**src/verilog/dekoder_consts.svh**
```systemverilog
`ifndef DEKODER_CONSTS_SVH
`define DEKODER_CONSTS_SVH

// format codes in bits 31:30
`define REGISTER_FORMAT  2'b00
`define JUMP_FORMAT      2'b01

// bit 31 alone marks the immediate format
`define IMMEDIATE_FORMAT 1'b1

// function groups in bits 5:4 of a register format word
`define ARITHMETIK       2'b00
`define VERGLEICH        2'b01
`define GLEITKOMMA       2'b10
`define VEKTOR           2'b11

// opcodes in bits 31:26
`define STORE_CODE       6'b101100
`define LOADS_CODE       6'b101011
`define LOAD_CODE        6'b101010
`define JAL_CODE         6'b101111
`define JMP_CODE         6'b010000
`define BEZ_CODE         6'b101110
`define JREG_CODE        6'b101101

`endif

```
**src/verilog/dekoderPaket.sv**
```systemverilog
package dekoderPaket;

    // one raw instruction word as it arrives from fetch
    typedef logic [31:0] instruktion_t;

    // bit 5 selects the float bank, bits 4:0 the register inside the bank
    typedef logic [5:0] registerNummer_t;

    // ~~~~~~~~~~~~~~~~~~~~~~~~~~~~~~
    // instruction class flags
    // ~~~~~~~~~~~~~~~~~~~~~~~~~~~~~~
    typedef struct packed {
        logic jalBefehl;          // jump and link, also counts as relative jump
        logic relativerSprung;
        logic absoluterSprung;    // target comes from a register
        logic floatBefehl;
        logic loadBefehl;
        logic storeBefehl;
        logic unbedingterSprung;
        logic bedingterSprung;
    } befehlsArt_t;

    // ~~~~~~~~~~~~~~~~~~~~~~~~~~~~~~
    // decoded record handed to the next stage
    // ~~~~~~~~~~~~~~~~~~~~~~~~~~~~~~
    typedef struct packed {
        registerNummer_t quellRegister1;
        registerNummer_t quellRegister2;
        registerNummer_t zielRegister;
        logic [25:0]     iDaten;                 // small immediate sign extended or jump field
        logic            kleinerImmediateAktiv;
        logic            grosserImmediateAktiv;
        logic [5:0]      funktionsCode;
        befehlsArt_t     art;
    } dekodierterBefehl_t;

endpackage

```
**src/verilog/befehlsAnnahme.sv**
```systemverilog
`timescale 1ns/1ps

module befehlsAnnahme import dekoderPaket::*; (
    input  logic         DekodierSignal,
    input  logic         Reset,
    input  logic         eingangReq,
    input  instruktion_t eingangBefehl,
    input  logic         dekoderFrei,
    output logic         eingangAck,
    output logic         befehlGueltig,
    output instruktion_t befehl
);

    typedef enum logic [1:0] {
        leer,
        wartenAufReqFall,
        belegt
    } annahmeZustand_t;

    annahmeZustand_t zustand;
    instruktion_t    befehlPuffer;
    logic            weitergabe;

    assign weitergabe = befehlGueltig && dekoderFrei;  // word moves into the decoder on this edge

    always_ff @(posedge DekodierSignal or posedge Reset) begin
        if (Reset) begin
            zustand       <= leer;
            befehlGueltig <= 1'b0;
        end else begin
            case (zustand)
                leer: begin
                    if (eingangReq) begin
                        zustand       <= wartenAufReqFall;  // ack rises together with the latch
                        befehlGueltig <= 1'b1;
                    end
                end
                wartenAufReqFall: begin
                    if (!eingangReq) begin
                        zustand <= (befehlGueltig && !weitergabe) ? belegt : leer;
                    end
                    if (weitergabe) begin
                        befehlGueltig <= 1'b0;
                    end
                end
                default: begin
                    if (weitergabe) begin
                        zustand       <= leer;
                        befehlGueltig <= 1'b0;
                    end
                end
            endcase
        end
    end

    always_ff @(posedge DekodierSignal) begin
        if (zustand == leer && eingangReq) begin
            befehlPuffer <= eingangBefehl;
        end
    end

    assign eingangAck = (zustand == wartenAufReqFall);
    assign befehl     = befehlPuffer;

    ackNurBeiReq: assert property (@(posedge DekodierSignal) disable iff (Reset)
        $rose(eingangAck) |-> eingangReq);

    pufferStabil: assert property (@(posedge DekodierSignal) disable iff (Reset)
        befehlGueltig |=> $stable(befehl));

endmodule

```
**src/verilog/instruktionsDekodierer.sv**
```systemverilog
`timescale 1ns/1ps
`include "dekoder_consts.svh"

module instruktionsDekodierer import dekoderPaket::*; (
    input  logic               DekodierSignal,
    input  logic               Reset,
    input  logic               befehlGueltig,
    input  instruktion_t       befehl,
    input  logic               abgabeFrei,
    output logic               dekoderFrei,
    output logic               ergebnisGueltig,
    output dekodierterBefehl_t ergebnis
);

    instruktion_t aktuellerBefehl;
    logic         stufeBelegt;

    logic [5:0]   opcode;
    logic         registerFormat;
    logic         immediateFormat;
    logic         gleitkommaGruppe;
    logic [4:0]   zRegister;
    logic [4:0]   q1Register;
    logic [4:0]   q2Register;

    // ~~~~~~~~~~~~~~~~~~~~~~~~~~~~~~
    // instruction register and stage flag
    // ~~~~~~~~~~~~~~~~~~~~~~~~~~~~~~

    // the stage is free when empty or when its record leaves on this edge
    assign dekoderFrei     = !stufeBelegt || abgabeFrei;
    assign ergebnisGueltig = stufeBelegt;

    always_ff @(posedge DekodierSignal or posedge Reset) begin
        if (Reset) begin
            aktuellerBefehl <= '0;
            stufeBelegt     <= 1'b0;
        end else begin
            if (befehlGueltig && dekoderFrei) begin
                aktuellerBefehl <= befehl;
                stufeBelegt     <= 1'b1;
            end else if (stufeBelegt && abgabeFrei) begin
                stufeBelegt <= 1'b0;  // record handed on and nothing new arrived
            end
        end
    end

    // ~~~~~~~~~~~~~~~~~~~~~~~~~~~~~~
    // field decode
    // ~~~~~~~~~~~~~~~~~~~~~~~~~~~~~~

    assign opcode           = aktuellerBefehl[31:26];
    assign registerFormat   = (aktuellerBefehl[31:30] == `REGISTER_FORMAT);
    assign immediateFormat  = (aktuellerBefehl[31] == `IMMEDIATE_FORMAT);
    assign gleitkommaGruppe = (aktuellerBefehl[5:4] == `GLEITKOMMA);
    assign zRegister        = aktuellerBefehl[25:21];
    assign q1Register       = aktuellerBefehl[20:16];
    assign q2Register       = aktuellerBefehl[15:11];

    always_comb begin
        ergebnis = '0;

        if (registerFormat) begin
            ergebnis.quellRegister1 = {gleitkommaGruppe, q1Register};  // float group uses bank 1
            ergebnis.quellRegister2 = {gleitkommaGruppe, q2Register};
            ergebnis.zielRegister   = {gleitkommaGruppe, zRegister};
            ergebnis.funktionsCode  = aktuellerBefehl[5:0];
        end else if (immediateFormat) begin
            ergebnis.quellRegister1        = {1'b0, q1Register};
            ergebnis.zielRegister          = {opcode == `LOADS_CODE, zRegister};
            ergebnis.iDaten                = {{10{aktuellerBefehl[15]}}, aktuellerBefehl[15:0]};
            ergebnis.kleinerImmediateAktiv = 1'b1;
            if (opcode == `STORE_CODE) begin
                ergebnis.quellRegister2 = {1'b0, zRegister};  // store data register sits in the dest field
            end
            // loads, stores and jumps in this range carry no function code
            if (opcode >= `LOAD_CODE && opcode <= `JAL_CODE) begin
                ergebnis.funktionsCode = 6'b0;
            end else begin
                ergebnis.funktionsCode = {1'b0, aktuellerBefehl[30:26]};
            end
        end else begin
            ergebnis.iDaten                = aktuellerBefehl[25:0];  // only the jump format is left
            ergebnis.grosserImmediateAktiv = 1'b1;
        end

        ergebnis.art.jalBefehl         = (opcode == `JAL_CODE);
        ergebnis.art.relativerSprung   = (opcode == `JAL_CODE) || (opcode == `JMP_CODE)
                                         || (opcode == `BEZ_CODE);
        ergebnis.art.absoluterSprung   = (opcode == `JREG_CODE);
        ergebnis.art.floatBefehl       = (registerFormat && gleitkommaGruppe)
                                         || (opcode == `LOADS_CODE);
        ergebnis.art.loadBefehl        = (opcode == `LOAD_CODE) || (opcode == `LOADS_CODE);
        ergebnis.art.storeBefehl       = (opcode == `STORE_CODE);
        ergebnis.art.unbedingterSprung = (opcode == `JREG_CODE) || (opcode == `JAL_CODE)
                                         || (opcode == `JMP_CODE);
        ergebnis.art.bedingterSprung   = (opcode == `BEZ_CODE);
    end

    // a float record is a register op without immediate or the LoadS load,
    // and its destination then sits in the float bank
    floatNurRegOderLoadS: assert property (@(posedge DekodierSignal) disable iff (Reset)
        (ergebnisGueltig && ergebnis.art.floatBefehl)
        |-> (ergebnis.zielRegister[5]
             && ((!ergebnis.kleinerImmediateAktiv && !ergebnis.grosserImmediateAktiv)
                 || ergebnis.art.loadBefehl)));

    einImmediate: assert property (@(posedge DekodierSignal) disable iff (Reset)
        ergebnisGueltig |-> $onehot0({ergebnis.kleinerImmediateAktiv,
                                      ergebnis.grosserImmediateAktiv}));

endmodule

```
**src/verilog/ergebnisAbgabe.sv**
```systemverilog
`timescale 1ns/1ps

module ergebnisAbgabe import dekoderPaket::*; (
    input  logic               DekodierSignal,
    input  logic               Reset,
    input  logic               ergebnisGueltig,
    input  dekodierterBefehl_t ergebnis,
    input  logic               ausgangAck,
    output logic               abgabeFrei,
    output logic               ausgangReq,
    output dekodierterBefehl_t ausgangDaten
);

    typedef enum logic [1:0] {
        frei,
        senden,
        wartenAufAckFall
    } abgabeZustand_t;

    abgabeZustand_t     zustand;
    dekodierterBefehl_t datenRegister;

    assign abgabeFrei = (zustand == frei);

    always_ff @(posedge DekodierSignal or posedge Reset) begin
        if (Reset) begin
            zustand <= frei;
        end else begin
            case (zustand)
                frei: begin
                    if (ergebnisGueltig) begin
                        zustand <= senden;  // req rises with the load
                    end
                end
                senden: begin
                    if (ausgangAck) begin
                        zustand <= wartenAufAckFall;
                    end
                end
                default: begin
                    if (!ausgangAck) begin
                        zustand <= frei;  // consumer finished, stage may load again
                    end
                end
            endcase
        end
    end

    always_ff @(posedge DekodierSignal) begin
        if (ergebnisGueltig && abgabeFrei) begin
            datenRegister <= ergebnis;
        end
    end

    assign ausgangReq   = (zustand == senden);
    assign ausgangDaten = datenRegister;

    // the record has to stay put for the whole time the consumer may sample it
    datenStabil: assert property (@(posedge DekodierSignal) disable iff (Reset)
        ausgangReq |=> $stable(ausgangDaten));

endmodule

```
**src/verilog/dekodierEinheit.sv**
```systemverilog
`timescale 1ns/1ps

module dekodierEinheit import dekoderPaket::*; (
    input  logic               DekodierSignal,
    input  logic               Reset,
    input  logic               eingangReq,
    input  instruktion_t       eingangBefehl,
    input  logic               ausgangAck,
    output logic               eingangAck,
    output logic               ausgangReq,
    output dekodierterBefehl_t ausgangDaten
);

    logic               befehlGueltig;
    instruktion_t       befehl;
    logic               dekoderFrei;
    logic               ergebnisGueltig;
    dekodierterBefehl_t ergebnis;
    logic               abgabeFrei;

    befehlsAnnahme annahme_i (
        .DekodierSignal (DekodierSignal),
        .Reset          (Reset),
        .eingangReq     (eingangReq),
        .eingangBefehl  (eingangBefehl),
        .dekoderFrei    (dekoderFrei),
        .eingangAck     (eingangAck),
        .befehlGueltig  (befehlGueltig),
        .befehl         (befehl)
    );

    instruktionsDekodierer dekodierer_i (
        .DekodierSignal  (DekodierSignal),
        .Reset           (Reset),
        .befehlGueltig   (befehlGueltig),
        .befehl          (befehl),
        .abgabeFrei      (abgabeFrei),
        .dekoderFrei     (dekoderFrei),
        .ergebnisGueltig (ergebnisGueltig),
        .ergebnis        (ergebnis)
    );

    ergebnisAbgabe abgabe_i (
        .DekodierSignal  (DekodierSignal),
        .Reset           (Reset),
        .ergebnisGueltig (ergebnisGueltig),
        .ergebnis        (ergebnis),
        .ausgangAck      (ausgangAck),
        .abgabeFrei      (abgabeFrei),
        .ausgangReq      (ausgangReq),
        .ausgangDaten    (ausgangDaten)
    );

endmodule

```
**config.mk**
```make
export PLATFORM = sky130hd
export DESIGN_NAME = dekodierEinheit
export DESIGN_NICKNAME = d
export VERILOG_FILES = /design/src/verilog/dekoderPaket.sv /design/src/verilog/befehlsAnnahme.sv /design/src/verilog/instruktionsDekodierer.sv /design/src/verilog/ergebnisAbgabe.sv /design/src/verilog/dekodierEinheit.sv
export VERILOG_INCLUDE_DIRS = /design/src /design/src/verilog
export SDC_FILE = /design/constraint.sdc
export NUM_CORES = 1
export LEC_CHECK = 0
export ABC_CLOCK_PERIOD_IN_PS = 12610
export BUFFER_PORTS_ARGS = -buffer_cell sky130_fd_sc_hd__buf_2
export CORE_MARGIN = 2
export CORE_UTILIZATION = 28
export DETAILED_ROUTE_END_ITERATION = 8
export GPL_ROUTABILITY_DRIVEN = 0
export HOLD_SLACK_MARGIN = 0.02
export PLACE_DENSITY = 0.51
export SLEW_MARGIN = 0
export SYNTH_ARGS = -nofsm -noshare
export SYNTH_HDL_FRONTEND = slang
export SYNTH_SLANG_ARGS = --single-unit
```
**constraint.sdc**
```tcl
create_clock -name DekodierSignal -period 12.61 [get_ports DekodierSignal]
set_clock_uncertainty 0.1 [all_clocks]
set_input_delay 1.261 -clock DekodierSignal [delete_from_list [all_inputs] [get_ports DekodierSignal]]
set_output_delay 1.261 -clock DekodierSignal [all_outputs]
set_load 0.01 [all_outputs]
```
==> impl_metrics.yaml <==
finish:
  final_cell_mix: "buf_2, edfxtp_1, dfrtp_1"
  final_cells: 614
  post-route-util: 0.359
  mostFrequentLayoutCell: "buf_2"
  final_area_mm2: 0.00614
  area.growth.synth_to_final_pct: 26.7
  n_antenna_cell: 0
  final_nets: 412
  drive_gt1_frac: 0.437
power:
  ir_drop_mv: 0.0947
  netSwitchingPower_uw: 483
  switching_share: 0.291
  p_int_uw: 1170
  cellLeakagePower_uw: 0.00259
  p_clk_frac: 0.284
  pwr-share-seq: 0.455
  cellPowerDensity_mw_per_mm2: 270
  comb_power_share: 0.261
synth:
  synthCells: 269
  syn_avg_cell_area_um2: 18.0
  yosysWarnings: 0
  synth.distinct_cells: 34
  ys_seq_area_frac: 0.760
  synth_seq_cells: 129
  syn-num-nets: 305
  synth_area_mm2: 0.00485
detailed_routing:
  wl_um: 9190
  via_count: 2533
  drt_iter0_drc: 83
  drc_errors: 0
  dr.pass1.iters: 4
  viasPerCell: 4.13
  post_drt_wl_per_cell_um: 15.0
  detail-route-antenna-nets: 0
timing:
  slew_viol_final: 0
  fin_tns_setup_ns: 0
  fmax_ghz: 0.398
  worst_pin_slew_ns: 0.853
  holdWs_ns: 0.374
  rsz0062_at_grt: "no"
  setup_viol: 0
  min_period_ns: 2.51
  hold_viol: 0
  maxSlewHeadroom: 0.430
  timing.final.crit_share: 0.199
worst_setup_path:
  crit_slowest_cell: "dfrtp_1"
  criticalPathCategory: "flip-flop to output pin"
  slowest_delay_ns: 0.46
  cp.required_ns: 11.25
  crit_chain: "nor2b_1, buf_2"
  critPathCaptureType: "output pin"
  crit_arrival_ns: 1.15
  r2r_cells: 4
  worst_setup_path_start_kind: "flip-flop"
  cp_max_fo: 7
floorplanning:
  core_mm2: 0.0171
  fp-row-count: 48
  die_area_mm2: 0.0184
  die_w_um: 136
  die_h_um: 136
  num_io_pins: 98
  start_util: 0.283
placement:
  io_buffers: 97
  dp_hpwl_um: 5940
  placed_cells: 582
  placedInstanceArea_mm2: 0.00557
global_routing:
  grt_max_degree: 60
  antenna_found_initial: 0
  grt_remaining_overflow: 0
  grt_usage: 0.106
  grt_pass1_vias: 2673
  grt_pass1_wl_um: 14300
run:
  drv_cap: 0
worst_hold_path:
  hold_depth: 1
  hold_class: "flip-flop to flip-flop"
cts:
  cts_hold_buf: 0
  clk_path_buf_depth: 2
  cts_setup_buffers: 0
  clockRootBuffer: "clkbuf_16"
  worstSkewPairLatency_ns: 0.41
  cts.sinks: 129
  cts_tree: "yes"
  clkTransAtPathRegs_ns: 0.06
  cts_buffers: 17
  cts-resized-gates: 0
  htreeDepth: 4
status:
  status: "completed"
final timing paths:
kind | start | endpoint | slack (ns)
worst max-delay path | abgabe_i.zustand[0] | ausgangReq | 10.10
worst min-delay path | annahme_i.befehl[1] | dekodierer_i.aktuellerBefehl[1] | 0.37
worst max register to register | dekodierer_i.aktuellerBefehl[31] | abgabe_i.ausgangDaten[47] | 10.62
worst min register to register | annahme_i.befehl[1] | dekodierer_i.aktuellerBefehl[1] | 0.37
max in group asynchronous | Reset | dekodierer_i.aktuellerBefehl[15] | 10.94
min in group asynchronous | Reset | abgabe_i.zustand[1] | 0.93
worst max-delay path, delay by kind of cell (launching register included):
| kind | cells | cell delay (ns) |
|---|---|---|
| buffers and inverters | 1 | 0.13 |
| flip-flops | 1 | 0.46 |
| AND/OR/NAND/NOR | 1 | 0.16 |
synth_stat cells, drive strengths merged:
master | instances | area share
and2b | 1 | 0.0015
nand2 | 16 | 0.014
a22o | 5 | 0.0090
edfxtp | 91 | 0.56
dfrtp | 38 | 0.20
o2bb2ai | 2 | 0.0036
mux2 | 32 | 0.096
nand3 | 2 | 0.0021
nor2b | 29 | 0.037
inv | 2 | 0.0015
and2 | 1 | 0.0013
buf | 9 | 0.014
o211ai | 2 | 0.0031
and3 | 1 | 0.0013
nor3b | 3 | 0.0046
nor2 | 6 | 0.0052
and4b | 1 | 0.0021
clkbuf | 3 | 0.0023
nand4b | 1 | 0.0031
a21o | 10 | 0.015
or2b | 1 | 0.0015
o21a | 3 | 0.0046
o21ai | 4 | 0.0049
a32o | 2 | 0.0041
a31o | 1 | 0.0018
nand2b | 1 | 0.0013
nor3 | 2 | 0.0044
per-stage QoR:
| step | total power (µW) | worst slack, ns |
|---|---|---|
| after global placement | 1190 | 10.19 |
| after CTS | 1680 | 10.07 |
| after global routing | 1750 | 10.03 |
| final | 1660 | 10.10 |
| after floorplan | 1070 | 7.17 |
| after detailed placement | 1210 | 10.15 |
logic make-up (layout without fill, tap and decap cells):
group	count (synthesis)	after routing	share of synthesized area
muxes	32	32	0.0960
buffers and inverters	14	134	0.0181
DFF	129	129	0.760
AOI/OAI and AO/OA	29	29	0.0467
and+or+nand+nor	65	65	0.0797
state kept, by name (all words and copies together) (netlist names):
signal,cells
annahme_i.zustand,2
dekodierer_i.aktuellerBefehl,32
annahme_i.befehl,32
dekodierer_i.ergebnisGueltig,1
annahme_i.befehlGueltig,1
abgabe_i.zustand,2
abgabe_i.ausgangDaten,59
power groups by stage:
stage,sequential (µW),clock (µW),combinational (µW)
floorplan,774,0,294
global placement,758,0,436
detailed placement,762,0,444
CTS,757,482,446
global route,776,501,478
finish,754,470,433
cell type report:
class                   count  area, µm²
multi-input cells         126       1090
inverters                   2       7.51
repair buffers            100        508
clock inverters            10        111
flip-flops and latches    129       3680
fillers                  1673      11000
clock buffers              22        464
well taps                 225        282
per-layer routing:
metal | GRT usage | vias to the layer above | part of all wire | wire (µm)
met5 | 0 | - | 0 | 0
met4 | 0.0486 | 0 | 0.015 | 139
met3 | 0.0378 | 12 | 0.053 | 486
met2 | 0.174 | 72 | 0.49 | 4520
met1 | 0.126 | 1239 | 0.44 | 4040
li1 | - | 1210 | - | -
Note: power is estimated with default switching activity, not from simulation.
